File: config.mk
export PLATFORM = sky130hd
export DESIGN_NAME = lc4_pipeline
export DESIGN_NICKNAME = d
export VERILOG_FILES = /design/src/design/lc4_pkg.sv /design/src/design/lc4_alu.sv /design/src/design/lc4_decoder.sv /design/src/design/lc4_hazard_unit.sv /design/src/design/lc4_pipeline.sv /design/src/design/lc4_regfile.sv
export VERILOG_INCLUDE_DIRS = /design/src /design/src/include
export SDC_FILE = /design/constraint.sdc
export NUM_CORES = 1
export LEC_CHECK = 0
export BUFFER_PORTS_ARGS = -buffer_cell sky130_fd_sc_hd__buf_2
export CAP_MARGIN = 20
export CORE_MARGIN = 5
export CORE_UTILIZATION = 40
export CTS_BUF_LIST = sky130_fd_sc_hd__clkbuf_8 sky130_fd_sc_hd__clkbuf_16
export CTS_CLUSTER_DIAMETER = 50
export DETAILED_ROUTE_END_ITERATION = 8
export GPL_TIMING_DRIVEN = 0
export PLACE_DENSITY_LB_ADDON = 0.08
export SLEW_MARGIN = 5
export SYNTH_ARGS = -nofsm -noshare
export SYNTH_HDL_FRONTEND = slang
export SYNTH_HIERARCHICAL = 1
export SYNTH_SLANG_ARGS = --single-unit
export TNS_END_PERCENT = 100
File: constraint.sdc
create_clock -name gwe -period 5.9 [get_ports gwe]
set_clock_uncertainty 0.05 [all_clocks]
set_input_delay 0.295 -clock gwe [delete_from_list [all_inputs] [get_ports gwe]]
set_output_delay 0.295 -clock gwe [all_outputs]
set_load 0.005 [all_outputs]
File: src/include/lc4_settings.svh
`ifndef LC4_SETTINGS_SVH
`define LC4_SETTINGS_SVH

// datapath word, used for data and for addresses
`define LC4_WORD_W      16

// general register file
`define LC4_REG_N       8
`define LC4_REG_IDX_W   3
// link register written by JSR
`define LC4_JSR_REG     7

// first fetch address after reset
`define LC4_RESET_PC    16'h8200

// instruction field positions
`define LC4_OP_HI       15
`define LC4_OP_LO       12
`define LC4_RD_LO       9
`define LC4_RS_LO       6

// retire trace field widths
`define LC4_STALL_W     2
`define LC4_NZP_W       3

`endif

File: src/design/lc4_pkg.sv
`include "lc4_settings.svh"

package lc4_pkg;

    typedef logic [`LC4_WORD_W-1:0]    word_t;
    typedef logic [`LC4_REG_IDX_W-1:0] reg_idx_t;
    // one-hot, bit 2 is negative, bit 0 is positive
    typedef logic [`LC4_NZP_W-1:0]     nzp_t;

    typedef enum logic [`LC4_OP_HI-`LC4_OP_LO:0] {
        OP_BR    = 4'b0000,
        OP_ARITH = 4'b0001,
        OP_JSR   = 4'b0100,
        OP_LOGIC = 4'b0101,
        OP_LDR   = 4'b0110,
        OP_STR   = 4'b0111,
        OP_CONST = 4'b1001
    } opcode_t;

    // PIPE is kept for the trace format, a single pipe never emits it
    typedef enum logic [`LC4_STALL_W-1:0] {
        STALL_NONE  = 2'd0,
        STALL_PIPE  = 2'd1,
        STALL_FLUSH = 2'd2,
        STALL_LOAD  = 2'd3
    } stall_t;

    typedef struct packed {
        reg_idx_t rs_sel;
        reg_idx_t rt_sel;
        reg_idx_t rd_sel;
        logic     rs_re;
        logic     rt_re;
        logic     rf_we;
        logic     nzp_we;
        logic     sel_pc_plus_one;
        logic     is_load;
        logic     is_store;
        logic     is_branch;
        logic     is_control;
    } ctrl_t;

    typedef enum logic [1:0] {
        BYP_REGFILE = 2'd0,
        BYP_MEM     = 2'd1,
        BYP_WB      = 2'd2
    } byp_t;

endpackage

File: src/design/lc4_alu.sv
`timescale 1ns/1ps
`include "lc4_settings.svh"

module lc4_alu
    import lc4_pkg::*;
(
    input  word_t i_insn,
    input  word_t i_pc,
    input  word_t i_rs,
    input  word_t i_rt,
    output word_t o_result
);

    word_t imm5;
    word_t imm6;
    word_t imm9;
    word_t jsr_target;

    assign imm5 = word_t'($signed(i_insn[4:0]));
    assign imm6 = word_t'($signed(i_insn[5:0]));
    assign imm9 = word_t'($signed(i_insn[8:0]));
    // keep the PC's top bit, the 11-bit immediate selects a 16-word block
    assign jsr_target = {i_pc[`LC4_WORD_W-1], i_insn[10:0], 4'b0000};

    always_comb begin
        case (opcode_t'(i_insn[`LC4_OP_HI:`LC4_OP_LO]))
            OP_BR: begin
                o_result = i_pc + word_t'(1) + imm9;
            end
            OP_ARITH: begin
                if (i_insn[5]) begin
                    o_result = i_rs + imm5;
                end else if (i_insn[5:3] == 3'b010) begin
                    o_result = i_rs - i_rt;
                end else begin
                    o_result = i_rs + i_rt;
                end
            end
            OP_LOGIC: o_result = i_rs & i_rt;
            // effective address, base plus offset
            OP_LDR, OP_STR: o_result = i_rs + imm6;
            OP_CONST: o_result = imm9;
            OP_JSR: o_result = jsr_target;
            default: o_result = '0;
        endcase
    end

endmodule

File: src/design/lc4_decoder.sv
`timescale 1ns/1ps
`include "lc4_settings.svh"

module lc4_decoder
    import lc4_pkg::*;
(
    input  word_t i_insn,
    output ctrl_t o_ctrl
);

    opcode_t    opcode;
    logic [2:0] sub_op;
    reg_idx_t   rd_field;
    reg_idx_t   rs_field;
    reg_idx_t   rt_field;
    logic       alu_op;

    assign opcode   = opcode_t'(i_insn[`LC4_OP_HI:`LC4_OP_LO]);
    assign sub_op   = i_insn[5:3];
    assign rd_field = i_insn[`LC4_RD_LO +: `LC4_REG_IDX_W];
    assign rs_field = i_insn[`LC4_RS_LO +: `LC4_REG_IDX_W];
    assign rt_field = i_insn[0 +: `LC4_REG_IDX_W];

    // ADD, SUB, ADD immediate and AND are the only kept register ops
    assign alu_op = (opcode == OP_ARITH && (i_insn[5] || sub_op == 3'b000 || sub_op == 3'b010))
                 || (opcode == OP_LOGIC && sub_op == 3'b000);

    always_comb begin
        o_ctrl        = '0;
        o_ctrl.rs_sel = rs_field;
        // STR carries its data register in the destination field
        o_ctrl.rt_sel = (opcode == OP_STR) ? rd_field : rt_field;
        o_ctrl.rd_sel = (opcode == OP_JSR) ? reg_idx_t'(`LC4_JSR_REG) : rd_field;
        case (opcode)
            OP_BR: begin
                // an empty nzp mask is the NOP encoding
                o_ctrl.is_branch = |i_insn[11:9];
            end
            OP_ARITH, OP_LOGIC: begin
                if (alu_op) begin
                    o_ctrl.rs_re  = 1'b1;
                    o_ctrl.rt_re  = !(opcode == OP_ARITH && i_insn[5]);
                    o_ctrl.rf_we  = 1'b1;
                    o_ctrl.nzp_we = 1'b1;
                end
            end
            OP_LDR: begin
                o_ctrl.rs_re   = 1'b1;
                o_ctrl.rf_we   = 1'b1;
                o_ctrl.nzp_we  = 1'b1;
                o_ctrl.is_load = 1'b1;
            end
            OP_STR: begin
                o_ctrl.rs_re    = 1'b1;
                o_ctrl.rt_re    = 1'b1;
                o_ctrl.is_store = 1'b1;
            end
            OP_CONST: begin
                o_ctrl.rf_we  = 1'b1;
                o_ctrl.nzp_we = 1'b1;
            end
            OP_JSR: begin
                // JSRR falls through as a NOP since only the immediate form is kept
                if (i_insn[11]) begin
                    o_ctrl.rf_we           = 1'b1;
                    o_ctrl.nzp_we          = 1'b1;
                    o_ctrl.sel_pc_plus_one = 1'b1;
                    o_ctrl.is_control      = 1'b1;
                end
            end
            default: begin
            end
        endcase
    end

endmodule

File: src/design/lc4_hazard_unit.sv
`timescale 1ns/1ps

module lc4_hazard_unit
    import lc4_pkg::*;
(
    input  ctrl_t d_ctrl,
    input  ctrl_t x_ctrl,
    input  ctrl_t m_ctrl,
    input  ctrl_t w_ctrl,
    input  logic  i_x_taken,
    output byp_t  o_rs_byp,
    output byp_t  o_rt_byp,
    output logic  o_store_byp,
    output logic  o_stall,
    output logic  o_flush
);

    logic load_use;

    // newest producer wins, M before W before the register file
    function automatic byp_t pick_src(input reg_idx_t sel, input logic re,
                                      input ctrl_t m, input ctrl_t w);
        // a load in M has no data yet, stall or WM path covers it
        if (re && m.rf_we && !m.is_load && m.rd_sel == sel) begin
            return BYP_MEM;
        end
        if (re && w.rf_we && w.rd_sel == sel) begin
            return BYP_WB;
        end
        return BYP_REGFILE;
    endfunction

    assign o_rs_byp = pick_src(x_ctrl.rs_sel, x_ctrl.rs_re, m_ctrl, w_ctrl);
    assign o_rt_byp = pick_src(x_ctrl.rt_sel, x_ctrl.rt_re, m_ctrl, w_ctrl);

    // store data taken from the instruction just ahead of it
    assign o_store_byp = m_ctrl.is_store && w_ctrl.rf_we && w_ctrl.rd_sel == m_ctrl.rt_sel;

    // a store waits only when the loaded register is its base,
    // a branch waits for the NZP that the load sets in M
    assign load_use = x_ctrl.is_load
                   && ((d_ctrl.rs_re && d_ctrl.rs_sel == x_ctrl.rd_sel)
                   || (d_ctrl.rt_re && !d_ctrl.is_store && d_ctrl.rt_sel == x_ctrl.rd_sel)
                   || d_ctrl.is_branch);

    assign o_stall = load_use;
    assign o_flush = i_x_taken;

    // redirecting instructions are never loads, so both cannot coincide
    a_stall_flush_excl: assert #0 (!(o_stall && o_flush))
        else $error("stall and flush raised together");

endmodule

File: src/design/lc4_pipeline.sv
`timescale 1ns/1ps
`include "lc4_settings.svh"

module lc4_pipeline
    import lc4_pkg::*;
(
    input  logic     gwe,
    input  logic     i_arst_n,
    input  word_t    i_imem_insn,
    input  word_t    i_dmem_rdata,
    output word_t    o_imem_addr,
    output word_t    o_dmem_addr,
    output word_t    o_dmem_wdata,
    output logic     o_dmem_we,
    output word_t    o_wb_pc,
    output word_t    o_wb_insn,
    output word_t    o_wb_data,
    output stall_t   o_wb_stall,
    output logic     o_wb_rf_we,
    output reg_idx_t o_wb_rd,
    output logic     o_wb_nzp_we,
    output nzp_t     o_wb_nzp
);

    word_t  pc;
    word_t  d_insn, d_pc, rf_rs, rf_rt;
    ctrl_t  d_ctrl;
    stall_t d_stall;
    word_t  x_insn, x_pc, x_rs, x_rt, x_rs_fwd, x_rt_fwd, x_alu, x_nzp_src;
    ctrl_t  x_ctrl;
    stall_t x_stall;
    logic   x_taken;
    byp_t   rs_byp, rt_byp;
    word_t  m_insn, m_pc, m_alu, m_rt, m_fwd;
    ctrl_t  m_ctrl;
    stall_t m_stall;
    nzp_t   m_nzp;
    logic   store_byp;
    word_t  w_insn, w_pc, w_alu, w_load, wb_data;
    ctrl_t  w_ctrl;
    stall_t w_stall;
    nzp_t   w_nzp, nzp_reg;
    logic   stall, flush;

    function automatic nzp_t nzp_of(input word_t v);
        return v[`LC4_WORD_W-1] ? 3'b100 : (v == '0) ? 3'b010 : 3'b001;
    endfunction

    lc4_decoder u_decoder (.i_insn(d_insn), .o_ctrl(d_ctrl));

    lc4_regfile u_regfile (
        .gwe(gwe), .i_arst_n(i_arst_n),
        .i_rs_sel(d_ctrl.rs_sel), .i_rt_sel(d_ctrl.rt_sel),
        .i_rd_sel(w_ctrl.rd_sel), .i_rd_we(w_ctrl.rf_we), .i_wdata(wb_data),
        .o_rs_data(rf_rs), .o_rt_data(rf_rt)
    );

    lc4_hazard_unit u_hazard (
        .d_ctrl(d_ctrl), .x_ctrl(x_ctrl), .m_ctrl(m_ctrl), .w_ctrl(w_ctrl),
        .i_x_taken(x_taken), .o_rs_byp(rs_byp), .o_rt_byp(rt_byp),
        .o_store_byp(store_byp), .o_stall(stall), .o_flush(flush)
    );

    lc4_alu u_alu (
        .i_insn(x_insn), .i_pc(x_pc), .i_rs(x_rs_fwd), .i_rt(x_rt_fwd), .o_result(x_alu)
    );

    // redirect has priority over the load-use hold in fetch
    always_ff @(posedge gwe or negedge i_arst_n) begin
        if (!i_arst_n) begin
            pc      <= `LC4_RESET_PC;
            d_insn  <= '0;
            d_pc    <= '0;
            d_stall <= STALL_FLUSH;
        end else if (flush) begin
            pc      <= x_alu;
            d_insn  <= '0;
            d_pc    <= '0;
            d_stall <= STALL_FLUSH;
        end else if (!stall) begin
            pc      <= pc + word_t'(1);
            d_insn  <= i_imem_insn;
            d_pc    <= pc;
            d_stall <= STALL_NONE;
        end
    end

    // a bubble enters execute on flush or load-use
    always_ff @(posedge gwe or negedge i_arst_n) begin
        if (!i_arst_n) begin
            x_insn  <= '0;
            x_pc    <= '0;
            x_ctrl  <= '0;
            x_rs    <= '0;
            x_rt    <= '0;
            x_stall <= STALL_FLUSH;
        end else if (flush || stall) begin
            x_insn  <= '0;
            x_pc    <= '0;
            x_ctrl  <= '0;
            x_stall <= flush ? STALL_FLUSH : STALL_LOAD;
        end else begin
            x_insn  <= d_insn;
            x_pc    <= d_pc;
            x_ctrl  <= d_ctrl;
            x_rs    <= rf_rs;
            x_rt    <= rf_rt;
            x_stall <= d_stall;
        end
    end

    assign m_fwd     = m_ctrl.sel_pc_plus_one ? m_pc + word_t'(1) : m_alu;
    assign wb_data   = w_ctrl.sel_pc_plus_one ? w_pc + word_t'(1)
                     : w_ctrl.is_load ? w_load : w_alu;
    assign x_rs_fwd  = (rs_byp == BYP_MEM) ? m_fwd : (rs_byp == BYP_WB) ? wb_data : x_rs;
    assign x_rt_fwd  = (rt_byp == BYP_MEM) ? m_fwd : (rt_byp == BYP_WB) ? wb_data : x_rt;
    assign x_nzp_src = x_ctrl.sel_pc_plus_one ? x_pc + word_t'(1) : x_alu;
    assign x_taken   = x_ctrl.is_control
                    || (x_ctrl.is_branch && |(nzp_reg & nzp_t'(x_insn[11:9])));

    // execute to memory to writeback and the NZP condition register
    always_ff @(posedge gwe or negedge i_arst_n) begin
        if (!i_arst_n) begin
            m_insn  <= '0;
            m_pc    <= '0;
            m_ctrl  <= '0;
            m_alu   <= '0;
            m_rt    <= '0;
            m_nzp   <= '0;
            m_stall <= STALL_FLUSH;
            w_insn  <= '0;
            w_pc    <= '0;
            w_ctrl  <= '0;
            w_alu   <= '0;
            w_load  <= '0;
            w_nzp   <= '0;
            w_stall <= STALL_FLUSH;
            nzp_reg <= 3'b010;
        end else begin
            m_insn  <= x_insn;
            m_pc    <= x_pc;
            m_ctrl  <= x_ctrl;
            m_alu   <= x_alu;
            m_rt    <= x_rt_fwd;
            m_nzp   <= nzp_of(x_nzp_src);
            m_stall <= x_stall;
            w_insn  <= m_insn;
            w_pc    <= m_pc;
            w_ctrl  <= m_ctrl;
            w_alu   <= m_alu;
            w_load  <= i_dmem_rdata;
            w_nzp   <= m_ctrl.is_load ? nzp_of(i_dmem_rdata) : m_nzp;
            w_stall <= m_stall;
            // younger writer in X overrides a load finishing in M
            if (x_ctrl.nzp_we && !x_ctrl.is_load) begin
                nzp_reg <= nzp_of(x_nzp_src);
            end else if (m_ctrl.is_load) begin
                nzp_reg <= nzp_of(i_dmem_rdata);
            end
        end
    end

    assign o_imem_addr  = pc;
    assign o_dmem_we    = m_ctrl.is_store;
    assign o_dmem_addr  = (m_ctrl.is_load || m_ctrl.is_store) ? m_alu : '0;
    assign o_dmem_wdata = !m_ctrl.is_store ? '0 : store_byp ? wb_data : m_rt;

    assign o_wb_pc     = w_pc;
    assign o_wb_insn   = w_insn;
    assign o_wb_data   = wb_data;
    assign o_wb_stall  = w_stall;
    assign o_wb_rf_we  = w_ctrl.rf_we;
    assign o_wb_rd     = w_ctrl.rd_sel;
    assign o_wb_nzp_we = w_ctrl.nzp_we;
    assign o_wb_nzp    = w_nzp;

    // only a real store slot in M writes memory
    a_store_in_m: assert property (@(posedge gwe) disable iff (!i_arst_n)
        o_dmem_we |-> m_stall == STALL_NONE && !$isunknown(o_dmem_addr));

    a_wb_data_known: assert property (@(posedge gwe) disable iff (!i_arst_n)
        o_wb_rf_we |-> !$isunknown(o_wb_data));

endmodule

File: src/design/lc4_regfile.sv
`timescale 1ns/1ps
`include "lc4_settings.svh"

module lc4_regfile
    import lc4_pkg::*;
(
    input  logic     gwe,
    input  logic     i_arst_n,
    input  reg_idx_t i_rs_sel,
    input  reg_idx_t i_rt_sel,
    input  reg_idx_t i_rd_sel,
    input  logic     i_rd_we,
    input  word_t    i_wdata,
    output word_t    o_rs_data,
    output word_t    o_rt_data
);

    word_t regs [`LC4_REG_N];

    always_ff @(posedge gwe or negedge i_arst_n) begin
        if (!i_arst_n) begin
            for (int i = 0; i < `LC4_REG_N; i++) begin
                regs[i] <= '0;
            end
        end else if (i_rd_we) begin
            regs[i_rd_sel] <= i_wdata;
        end
    end

    // writeback value is visible to decode in the same cycle
    assign o_rs_data = (i_rd_we && i_rd_sel == i_rs_sel) ? i_wdata : regs[i_rs_sel];
    assign o_rt_data = (i_rd_we && i_rd_sel == i_rt_sel) ? i_wdata : regs[i_rt_sel];

    a_wsel_known: assert property (@(posedge gwe) disable iff (!i_arst_n)
        i_rd_we |-> !$isunknown(i_rd_sel));

endmodule

### Yosys cells after proc, flatten, opt, wreduce, memory -nomap -nowiden

Cells that the tools add are included.

| storage, ports and cells | value |
|---|---|
| word-level logic and storage cells | 220 |
| output and inout port bits | 107 |
| register bits | 421 |

| cells by class | value |
|---|---|
| muxes and demuxes | 72 |
| bitwise logic cells | 5 |
| equal/unequal tests | 28 |
| reduce and logical (&&, ||, !) cells | 48 |
| magnitude comparators | 4 |
| add/sub/neg operators | 9 |

Operators with widths:

| kind | number |
|---|---|
| 16-bit 2-to-1 mux | 28 |
| 128-bit bitwise mux | 1 |
| 16-bit binary-select mux with 3-bit select | 2 |
| 16-bit one-hot mux with 6 select lines | 1 |
| 16-bit by 1-bit adder with 16-bit output, second input constant | 4 |
| 16-bit adder | 4 |
| 16-bit demux with 3-bit select | 1 |
| 4-bit by 3-bit equality test with 1-bit output, second input constant | 8 |
| 16-bit logical NOT | 2 |
| 3-bit equality test | 9 |
| 2-bit 2-to-1 mux | 13 |
| 1-bit logical AND | 24 |
| 3-bit 2-to-1 mux | 8 |
| 18-bit 2-to-1 mux | 1 |
| 16-bit bitwise AND | 1 |
| 16-bit subtractor | 1 |
| 1-bit 2-to-1 mux | 13 |
| 4-bit >= comparator, second input constant | 3 |
| 3-bit inverter with 4-bit output | 3 |
| 4-bit by 1-bit equality test with 1-bit output, second input constant | 2 |
| 4-bit equality test, second input constant | 2 |
| 4-bit logical NOT | 2 |
| 1-bit logical OR | 8 |
| 2-bit OR reduction | 4 |
| 13 further kinds | 21 |

### Logic depth before layout (Yosys ltp)

Gate-level depths: netlist (run 1).

| depth | value |
|---|---|
| word-level depth | 19 |
| mapped depth | 33 |
| gate-level depth less buffers | 30 |

### Hierarchy

The synthesis (run 1) kept the hierarchy.

By module, submodules not included:

| module | times used | cells an instance | area an instance (um2) | seq. area each (um2) |
|---|---|---|---|---|
| lc4_pipeline | 1 | 1,021 | 12,406.9 | 7,766.2 |
| lc4_regfile | 1 | 452 | 7,533.5 | 3,203.1 |
| lc4_alu | 1 | 410 | 2,787.7 | 0.0 |
| lc4_hazard_unit | 1 | 37 | 309.0 | 0.0 |
| lc4_decoder | 1 | 32 | 225.2 | 0.0 |

### Least setup slack after synthesis (run 1)

No wires, ideal clock.

| timing | value |
|---|---|
| kind | reg-to-reg |
| start | register, netlist name m_ctrl[11] |
| end | register nzp_reg[1] |
| clock period less this slack | 6,517 ps |
| data arrival time | 6,407 ps |
| setup time | 60 ps |
| path buffers | 2 |
| stages on the path, launching flop included | 32 |
| path slack | -617 ps |
| path through | dfrtp_1 -> xor2_1 -> nor4_2 -> nor4_2 -> clkbuf_1 -> clkbuf_1 -> a211oi_1 -> a21oi_1 -> inv_1 -> ha_1 -> nor3b_2 -> a21boi_0 -> o211a_1 -> o211ai_2 -> o21ai_1 -> a22oi_1 -> xor2_1 -> o21ai_1 -> ha_1 -> nor3_1 -> o31ai_1 -> a31oi_1 -> nor2b_1 -> o21ai_0 -> a21oi_1 -> xor3_1 -> a21o_1 -> or2_2 -> nor4_1 -> a31oi_1 -> o2bb2ai_2 -> mux2_2 |

| on the way | value |
|---|---|
| word-level cells in the longest chain between the ends | 16 |
| elaborated cells between the ends (all ways) | 29 |
| classes of those cells | add/sub: 4; eq/ne: 6; mux: 15; bitwise: 1; reduce/logical: 3 |

RTL lines:

| what | RTL line | text |
|---|---|---|
| 3-bit equality test (*) | lc4_hazard_unit.sv:24 | `if (re && m.rf_we && !m.is_load && m.rd_sel == sel) begin` |
| 1-bit logical AND (*) | lc4_hazard_unit.sv:24 |  |
| 1-bit 2-to-1 mux (*) | lc4_hazard_unit.sv:24 |  |
| 2-bit 2-to-1 mux (*) | lc4_hazard_unit.sv:27 | `if (re && w.rf_we && w.rd_sel == sel) begin` |
| named net rt_byp[0] | lc4_pipeline.sv:33 | `byp_t rs_byp, rt_byp;` |
| 2-bit equality test | lc4_pipeline.sv:116 | `assign x_rt_fwd = (rt_byp == BYP_MEM) ? m_fwd : (rt_byp == BYP_WB) ? wb_data : x_rt;` |
| 16-bit 2-to-1 mux | lc4_pipeline.sv:116 |  |
| 16-bit 2-to-1 mux (*) | lc4_pipeline.sv:116 |  |
| named net x_rt_fwd[1] | lc4_pipeline.sv:29 | `word_t x_insn, x_pc, x_rs, x_rt, x_rs_fwd, x_rt_fwd, x_alu, x_nzp_src;` |
| [... 2 more ...] | -- |  |
| 16-bit 2-to-1 mux (*) | lc4_alu.sv:31 | `if (i_insn[5]) begin` |
| 16-bit one-hot mux with 6 select lines (*) | lc4_alu.sv:26 | `` case (opcode_t'(i_insn[`LC4_OP_HI:`LC4_OP_LO])) `` |
| named net x_alu[15] | lc4_pipeline.sv:29 |  |
| 16-bit 2-to-1 mux (*) | lc4_pipeline.sv:117 | `assign x_nzp_src = x_ctrl.sel_pc_plus_one ? x_pc + word_t'(1) : x_alu;` |
| 16-bit logical NOT | lc4_pipeline.sv:46 | `` return v[`LC4_WORD_W-1] ? 3'b100 : (v == '0) ? 3'b010 : 3'b001; `` |
| 2-bit 2-to-1 mux | lc4_pipeline.sv:46 |  |
| 3-bit 2-to-1 mux (*) | lc4_pipeline.sv:46 |  |
| 3-bit 2-to-1 mux (*) | lc4_pipeline.sv:155 | `if (x_ctrl.nzp_we && !x_ctrl.is_load) begin` |
| end signal, assigned | lc4_pipeline.sv:156 | `nzp_reg <= nzp_of(x_nzp_src);` |
| end signal, assigned | lc4_pipeline.sv:158 | `nzp_reg <= nzp_of(i_dmem_rdata);` |
| end, declared | lc4_pipeline.sv:42 | `nzp_t w_nzp, nzp_reg;` |

Mark *: on every way through the listed nets, which the timed path passes. The rest lies on a longest branch.
A chain may end at the register's enable or synchronous reset.

### Worst setup path in the final report (run 1)

| timing | value |
|---|---|
| start | register, netlist name x_ctrl[14] |
| end | register nzp_reg[0] |

| on the way | value |
|---|---|
| word-level cells in the longest chain between the ends | 18 |
| elaborated cells between the ends (all ways) | 25 |
| classes of those cells | add/sub: 2; eq/ne: 4; mux: 15; bitwise: 1; reduce/logical: 3 |

RTL lines:

| what | RTL line | text |
|---|---|---|
| 3-bit equality test | lc4_hazard_unit.sv:27 |  |
| 1-bit logical AND | lc4_hazard_unit.sv:27 |  |
| 1-bit 2-to-1 mux (2 in a row) | lc4_hazard_unit.sv:27 |  |
| 2-bit 2-to-1 mux | lc4_hazard_unit.sv:30 | `return BYP_REGFILE;` |
| 2-bit 2-to-1 mux (*) | lc4_hazard_unit.sv:27 |  |
| named net rt_byp[0] | lc4_pipeline.sv:33 |  |
| 2-bit equality test | lc4_pipeline.sv:116 |  |
| 16-bit 2-to-1 mux | lc4_pipeline.sv:116 |  |
| [... 1 more ...] | -- |  |
| named net x_rt_fwd[1] | lc4_pipeline.sv:29 |  |
| [... 2 more ...] | -- |  |
| 16-bit 2-to-1 mux (*) | lc4_alu.sv:31 |  |
| 16-bit one-hot mux with 6 select lines (*) | lc4_alu.sv:26 |  |
| named net x_alu[15] | lc4_pipeline.sv:29 |  |
| 16-bit 2-to-1 mux (*) | lc4_pipeline.sv:117 |  |
| 16-bit logical NOT | lc4_pipeline.sv:46 |  |
| 2-bit 2-to-1 mux | lc4_pipeline.sv:46 |  |
| 3-bit 2-to-1 mux (*) | lc4_pipeline.sv:46 |  |
| 3-bit 2-to-1 mux (*) | lc4_pipeline.sv:155 |  |

Mark *: on every way through the listed nets, which the timed path passes. The rest lies on a longest branch. The select of a mux whose other input is x is not followed.

==> metrics.md, run 1 <==
| Metric | Value |
|---|---|
| Die area | between 60000 and 70000 sq um |
| Crit-path max FO | 7 |
| N_diodes | 0 |
| Worst slew margin | about 29% |
| CP Data Required Time | 6.31 ns |
| Hpwl dp | between 50 and 60 mm |
| Clock-pin slew on the worst setup and hold paths | ~0.060 ns |
| Most crowded layer after global routing | met2 |
| Final Non-Filler Cells | a little over 3000 |
| CP startpoint kind | register |
| Largest net degree at the start of global routing | 114 |
| Gr usage total | 22.5% |
| Min Tclk post-route | 6.43 ns |
| Cells after DPL | roughly 2800 |
| Maxcap violations | 0 |
| Failing checks | setup timing |
| Fin area | between 20000 and 30000 sq um |
| Worst Hold Slack | roughly 0.28 ns |
| Top reg by flops | u_regfile/regs |
| Starting Density | 40.4% |
| Met2 usage | 35.3% |
| H-tree level count | 2 |
| Via count | ~17000 |
| Clk_lat worst skew | 0.61 ns |
| Initial DRC Count | around 1100 |
| R2R cell count | 31 |
| TritonCTS clock tree | built |
| Final Wtd Congestion | 0.903 |
| Max Slew Vio Count | 0 |
| Slew @ Worst Pin | around 1.1 ns |
| CP startpoint | x_ctrl[14] |
| Final Setup Violations | 6 |
| Most frequent cells in the layout | dfrtp_1 (408), mux2_2 (221), buf_2 (164) |
| Leakage | around 13 nW |
| Cell Pwr Density | 494 nW/um^2 |
| Largest register FFs | about 130 |
| Area growth, synth to finish | 21.2% |
| Initial antenna violation count | 2 |
| Commonest non-fill, non-tap cell in the layout | dfrtp_1 |
| Synthesized Nets | 2007 |
| Ports | 141 |
| Share of layout cells above drive strength 1 | between 30% and 40% |
| Maximum vdd drop | roughly 0.00026 V |
| Num rows | 87 |
| Grt total ovfl | 0 |
| WP data arrival | 6.84 ns |
| Crit share post-route | 109% |
| Unrepaired setup endpoints after global routing | true |
| Worst-case clock buffer depth | 3 |
| Util after Layout | between 40% and 50% |
| Post-Synthesis Cells | 1934 |
| Clock root cell | clkbuf_16 |
| Setup WS post-layout | -0.526 ns |
| Drt pass-1 iters | 5 |
| Number of clock sinks | 420 |
| First-pass GRT wire length | roughly 110 mm |
| Register-to-register setup slack | -0.53 ns |
| Avg WL per Cell | between 20 and 25 um |
| Residual DRC count | 0 |
| Fmax | 156 MHz |
| Critical Path Sink Type | register |
| Met3 Usage GRT | between 3 and 4% |
| Synthesized area | 22800 sq um |
| Die Y | between 200 and 250 um |
| R2R Path Start | x_ctrl[14] |
| WL final | a little over 70 mm |
| Placed Area | about 25000 sq um |
| Total CTS buffers | 56 |
| Routed Antenna Nets | 0 |
| Top Registers | u_regfile/regs (128), x_ctrl (18) |
| Crit-path most repeated cell | nor4_4 |
| Area of the core | around 56000 sq um |
| Final Hold Fails | 0 |
| Outcome | complete, but fails checks |
| Avg Cell Area, Syn | about 12 sq um |
| Critical path class | reg -> reg |
| CP max stage delay | approximately 0.57 ns |
| Number of global-route vias before repair | about 17000 |
| Reg2reg end | nzp_reg[0] |
| IO buf count | 140 |
| Overall power | between 0.01 and 0.015 W |
| Die width | approximately 250 um |
| Nets | 2292 |
| CP max stage cell | or4_4 |
| DR vias/cell | about 5.6 |
| HP Class | in -> async |
| Synth warn | 6 |
| M1 GR Usage | 32.5% |
worst max-delay path by stage:
stage / end / slack, ns / depth (start not counted)
after global placement: o_wb_stall[0] / -3.90 / 1
after detailed placement: nzp_reg[1] / -1.84 / 32
after global routing: nzp_reg[1] / -0.76 / 32
final: nzp_reg[0] / -0.53 / 31
after floorplan: nzp_reg[1] / 0.005 / 30
after CTS: nzp_reg[0] / -0.42 / 31
power by group:
part,switching [W],leakage [nW],internal [W]
logic,0.00289,6.32,0.00264
registers,0.000855,5.42,0.00377
clock network,0.00137,0.967,0.00212
worst max-delay path, delay by kind of cell, from the launching register on:
| family | cells | cell delay, ns |
|---|---|---|
| xor gates and xnor gates | 3 | 0.60 |
| DFF | 1 | 0.42 |
| buffers and inverters | 5 | 0.78 |
| AOI/OAI and AO/OA | 13 | 2.14 |
| and+or+nand+nor | 9 | 1.97 |
| adders and majority gates | 1 | 0.30 |
through the flow:
stage | setup TNS, ns | setup slack [ns]
finish | -2.52 | -0.526
CTS | -1.89 | -0.419
global route | -4.07 | -0.761
floorplan | 0 | 0.00514
global placement | -1606.38 | -3.90
detailed placement | -21.04 | -1.84
what timing repair did:
action	CTS	global route
setup buffers	38	10
pin swaps	26	19
hold endpoints to repair	123	0
hold buffers	33	0
endpoints found under the setup margin	28	16
resized for setup	56	24
routing by layer:
| metal | wire length (um) | part of all wire (%) | vias up |
|---|---|---|---|
| met4 | 1810 | 2.6 | 2 |
| met1 | 32900 | 47 | 8522 |
| met5 | 13 | 0.018 | - |
| met3 | 4110 | 5.8 | 109 |
| li1 | - | - | 7675 |
| met2 | 31900 | 45 | 496 |
area by class of cell:
| type | instances | area (sq um) |
|---|---|---|
| buffer | 129 | 739 |
| clock buffer | 63 | 1500 |
| clock inverter | 42 | 469 |
| fill | 5125 | 28900 |
| inverter | 29 | 114 |
| multi-input combinational | 1354 | 11800 |
| sequential | 420 | 10500 |
| tap | 756 | 946 |
| timing repair buffer | 229 | 1530 |
No activity file was read; power rests on OpenSTA's default activity.
==> inputs of run 2 (changes only) <==
REMOVE_ABC_BUFFERS = 1   (was not set)
==> run 2 against run 1 <==
Sequential power shrank 0.9%. Combinational power decreased by 3%. Routed wire length down 6.6%. Die area did not move. Flip-flop and latch count stayed put. Via count fell by 3.3%. The flow still finishes with violations (setup timing). Register-to-register slack improved by 0.22 ns. First-iteration DRC count decreased by 17%. Sequential share of layout area increased by 0.065 points.
==> metrics.md, run 2 (synthesized netlist as in run 1, its figures left out) <==
| Metric | Value |
|---|---|
| Max Slew Vio Count | 0 (unchanged) |
| Most frequent cells in the layout | dfrtp_1 (401), mux2_2 (221), buf_2 (140) (was dfrtp_1 (408), mux2_2 (221), buf_2 (164)) |
| Worst-case clock buffer depth | 3 (unchanged) |
| Nets | 2210 (was 2292) |
| Util after Layout | 48.9% (about the same) |
| Placed Area | 24600 sq um (was 24700 sq um) |
| Largest net degree at the start of global routing | 106 (was 114) |
| Clock-pin slew on the worst setup and hold paths | 0.06 ns (about the same) |
| Combinational power share | 40.4% (was 40.5%) |
| Post-route setup TNS | -1.06 ns (was -2.52 ns) |
| Crit share post-route | 105% (was 109%) |
| Reg power frac | 34.7% (was 33.9%) |
| Sw power | 0.00477 W (was 0.00512 W) |
| WP data arrival | 6.70 ns (was 6.84 ns) |
| Failing checks | setup timing (unchanged) |
| Top reg by flops | u_regfile/regs (unchanged) |
| Share of layout cells above drive strength 1 | 31.8% (was 30.7%) |
| Final Wtd Congestion | 0.859 (was 0.903) |
| Slew @ Worst Pin | 1.07 ns (about the same) |
| Critical Path Sink Type | register (unchanged) |
| Fmax | 161 MHz (was 156 MHz) |
| Number of global-route vias before repair | 16958 (was 17398) |
| CP startpoint kind | register (unchanged) |
| Grt total ovfl | 0 (unchanged) |
| Ports | 141 (unchanged) |
| Initial DRC Count | 889 (was 1076) |
| Clk_lat worst skew | 0.61 ns (about the same) |
| Via count | 16245 (was 16804) |
| Largest register FFs | 128 (unchanged) |
| Residual DRC count | 0 (unchanged) |
| Clock root cell | clkbuf_16 (unchanged) |
| Hpwl dp | 48.0 mm (was 52.5 mm) |
| Die Y | 249 um (unchanged) |
| Crit-path max FO | 8 (was 7) |
| Min Tclk post-route | 6.21 ns (was 6.43 ns) |
| Clock power frac | 24.9% (was 25.6%) |
| Maxcap violations | 0 (unchanged) |
| Dpl ws | -2.81 ns (was -1.84 ns) |
| HP Class | in -> async (unchanged) |
| Final Setup Violations | 5 (was 6) |
| Final Hold Fails | 0 (unchanged) |
| Register-to-register setup slack | -0.31 ns (was -0.53 ns) |
| Worst slew margin | 27.9% (was 28.5%) |
| Top Registers | u_regfile/regs (128), x_ctrl (18) (unchanged) |
| Critical path class | reg -> reg (unchanged) |
| Initial antenna violation count | 1 (was 2) |
| IO buf count | 140 (unchanged) |
| Outcome | complete, but fails checks (unchanged) |
| Routed Antenna Nets | 0 (unchanged) |
| Leakage | 12.7 nW (about the same) |
| P_int | 0.00845 W (was 0.00853 W) |
| Area of the core | 56500 sq um (unchanged) |
| Die width | 249 um (unchanged) |
| DR vias/cell | 5.53 (was 5.56) |
| Total CTS buffers | 51 (was 56) |
| Fin area | 27600 sq um (about the same) |
| Number of clock sinks | 420 (unchanged) |
| Die area | 61900 sq um (unchanged) |
| CP max stage cell | or4_4 (unchanged) |
| Overall power | 0.0132 W (was 0.0136 W) |
| Num rows | 87 (unchanged) |
| H-tree level count | 2 (unchanged) |
| Sw frac | 36.0% (was 37.5%) |
| CP max stage delay | 0.57 ns (about the same) |
| First-pass GRT wire length | 103 mm (was 109 mm) |
| R2R cell count | 29 (was 31) |
| Gr usage total | 21.0% (was 22.5%) |
| Setup WS post-layout | -0.307 ns (was -0.526 ns) |
| WL final | 66.1 mm (was 70.8 mm) |
| Avg WL per Cell | 22.5 um (was 23.4 um) |
| CP Data Required Time | 6.39 ns (was 6.31 ns) |
| Cell Pwr Density | 478 nW/um^2 (was 494 nW/um^2) |
| Area growth, synth to finish | 21.2% (about the same) |
| TritonCTS clock tree | built (unchanged) |
| Reg2reg end | nzp_reg[1] (was nzp_reg[0]) |
| Drt pass-1 iters | 5 (unchanged) |
| Maximum vdd drop | 0.000218 V (was 0.000262 V) |
| Commonest non-fill, non-tap cell in the layout | dfrtp_1 (unchanged) |
| R2R Path Start | x_ctrl[12] (was x_ctrl[14]) |
| Unrepaired setup endpoints after global routing | true (unchanged) |
| Starting Density | 40.4% (unchanged) |
-- run 2: cell type report --
type / instances / area [sq um]
Fill cell: 5055 / 28900
Antenna cell: 1 / 2.50
Clock inverter: 30 / 317
Multi-Input combinational cell: 1354 / 12000
Inverter: 29 / 121
Timing Repair Buffer: 281 / 2230
Clock buffer: 64 / 1480
Sequential cell: 420 / 10500
Tap cell: 756 / 946
-- run 2: worst max path at each step --
stage               start    endpoint  slack, ns  cells past startpoint
2_1_floorplan  m_ctrl[11]  nzp_reg[1]      -2.53                     30
3_3_place_gp    m_ctrl[3]  nzp_reg[0]      -5.62                     30
3_5_place_dp    m_ctrl[3]  nzp_reg[0]      -2.81                     31
4_1_cts        o_wb_rd[1]  nzp_reg[1]      -0.30                     30
5_1_grt        x_ctrl[12]  nzp_reg[1]      -0.62                     29
6_report       x_ctrl[12]  nzp_reg[1]      -0.31                     29
-- run 2: metrics by stage --
stage	hold WS [ns]	cells
2_1_floorplan	-0.0506	1803
3_3_place_gp	0.282	2699
3_5_place_dp	0.212	2746
4_1_cts	0.164	2923
5_1_grt	0.203	2934
6_report	0.178	2935
-- run 2: worst max-delay path, delay by kind of cell (launching register included) --
family                     cells  cell delay [ns]
and+or+nand+nor                9             1.96
buffers and inverters          3             0.50
adders and majority gates      1             0.30
muxes                          1             0.20
DFF                            1             0.42
AOI/OAI and AO/OA             12             2.18
xor gates and xnor gates       3             0.52
-- run 2: repair_timing --
action / 4_1_cts / 5_1_grt
hold buffers: 33 / 0
hold endpoints to repair: 88 / 0
pin swaps: 31 / 24
gates resized for setup: 74 / 23
setup endpoints to repair: 27 / 15
setup buffers: 50 / 10
-- run 2: per-layer routing --
metal,wire (um),GRT usage [%],share of wire [%],up-vias
met4,1220,4.32,1.8,0
met1,31000,30.0,47,8342
li1,-,-,-,7521
met5,0,0,0,-
met3,2680,3.41,4.0,71
met2,31200,34.2,47,311
-- run 2: power groups by stage --
stage	registers (W)	clock network [W]	logic, W
6_report	0.00459	0.00329	0.00534
5_1_grt	0.00472	0.00351	0.00585
3_3_place_gp	0.00462	0	0.00458
3_5_place_dp	0.00465	0	0.00478
4_1_cts	0.00459	0.00338	0.00524
2_1_floorplan	0.00434	0	0.00341
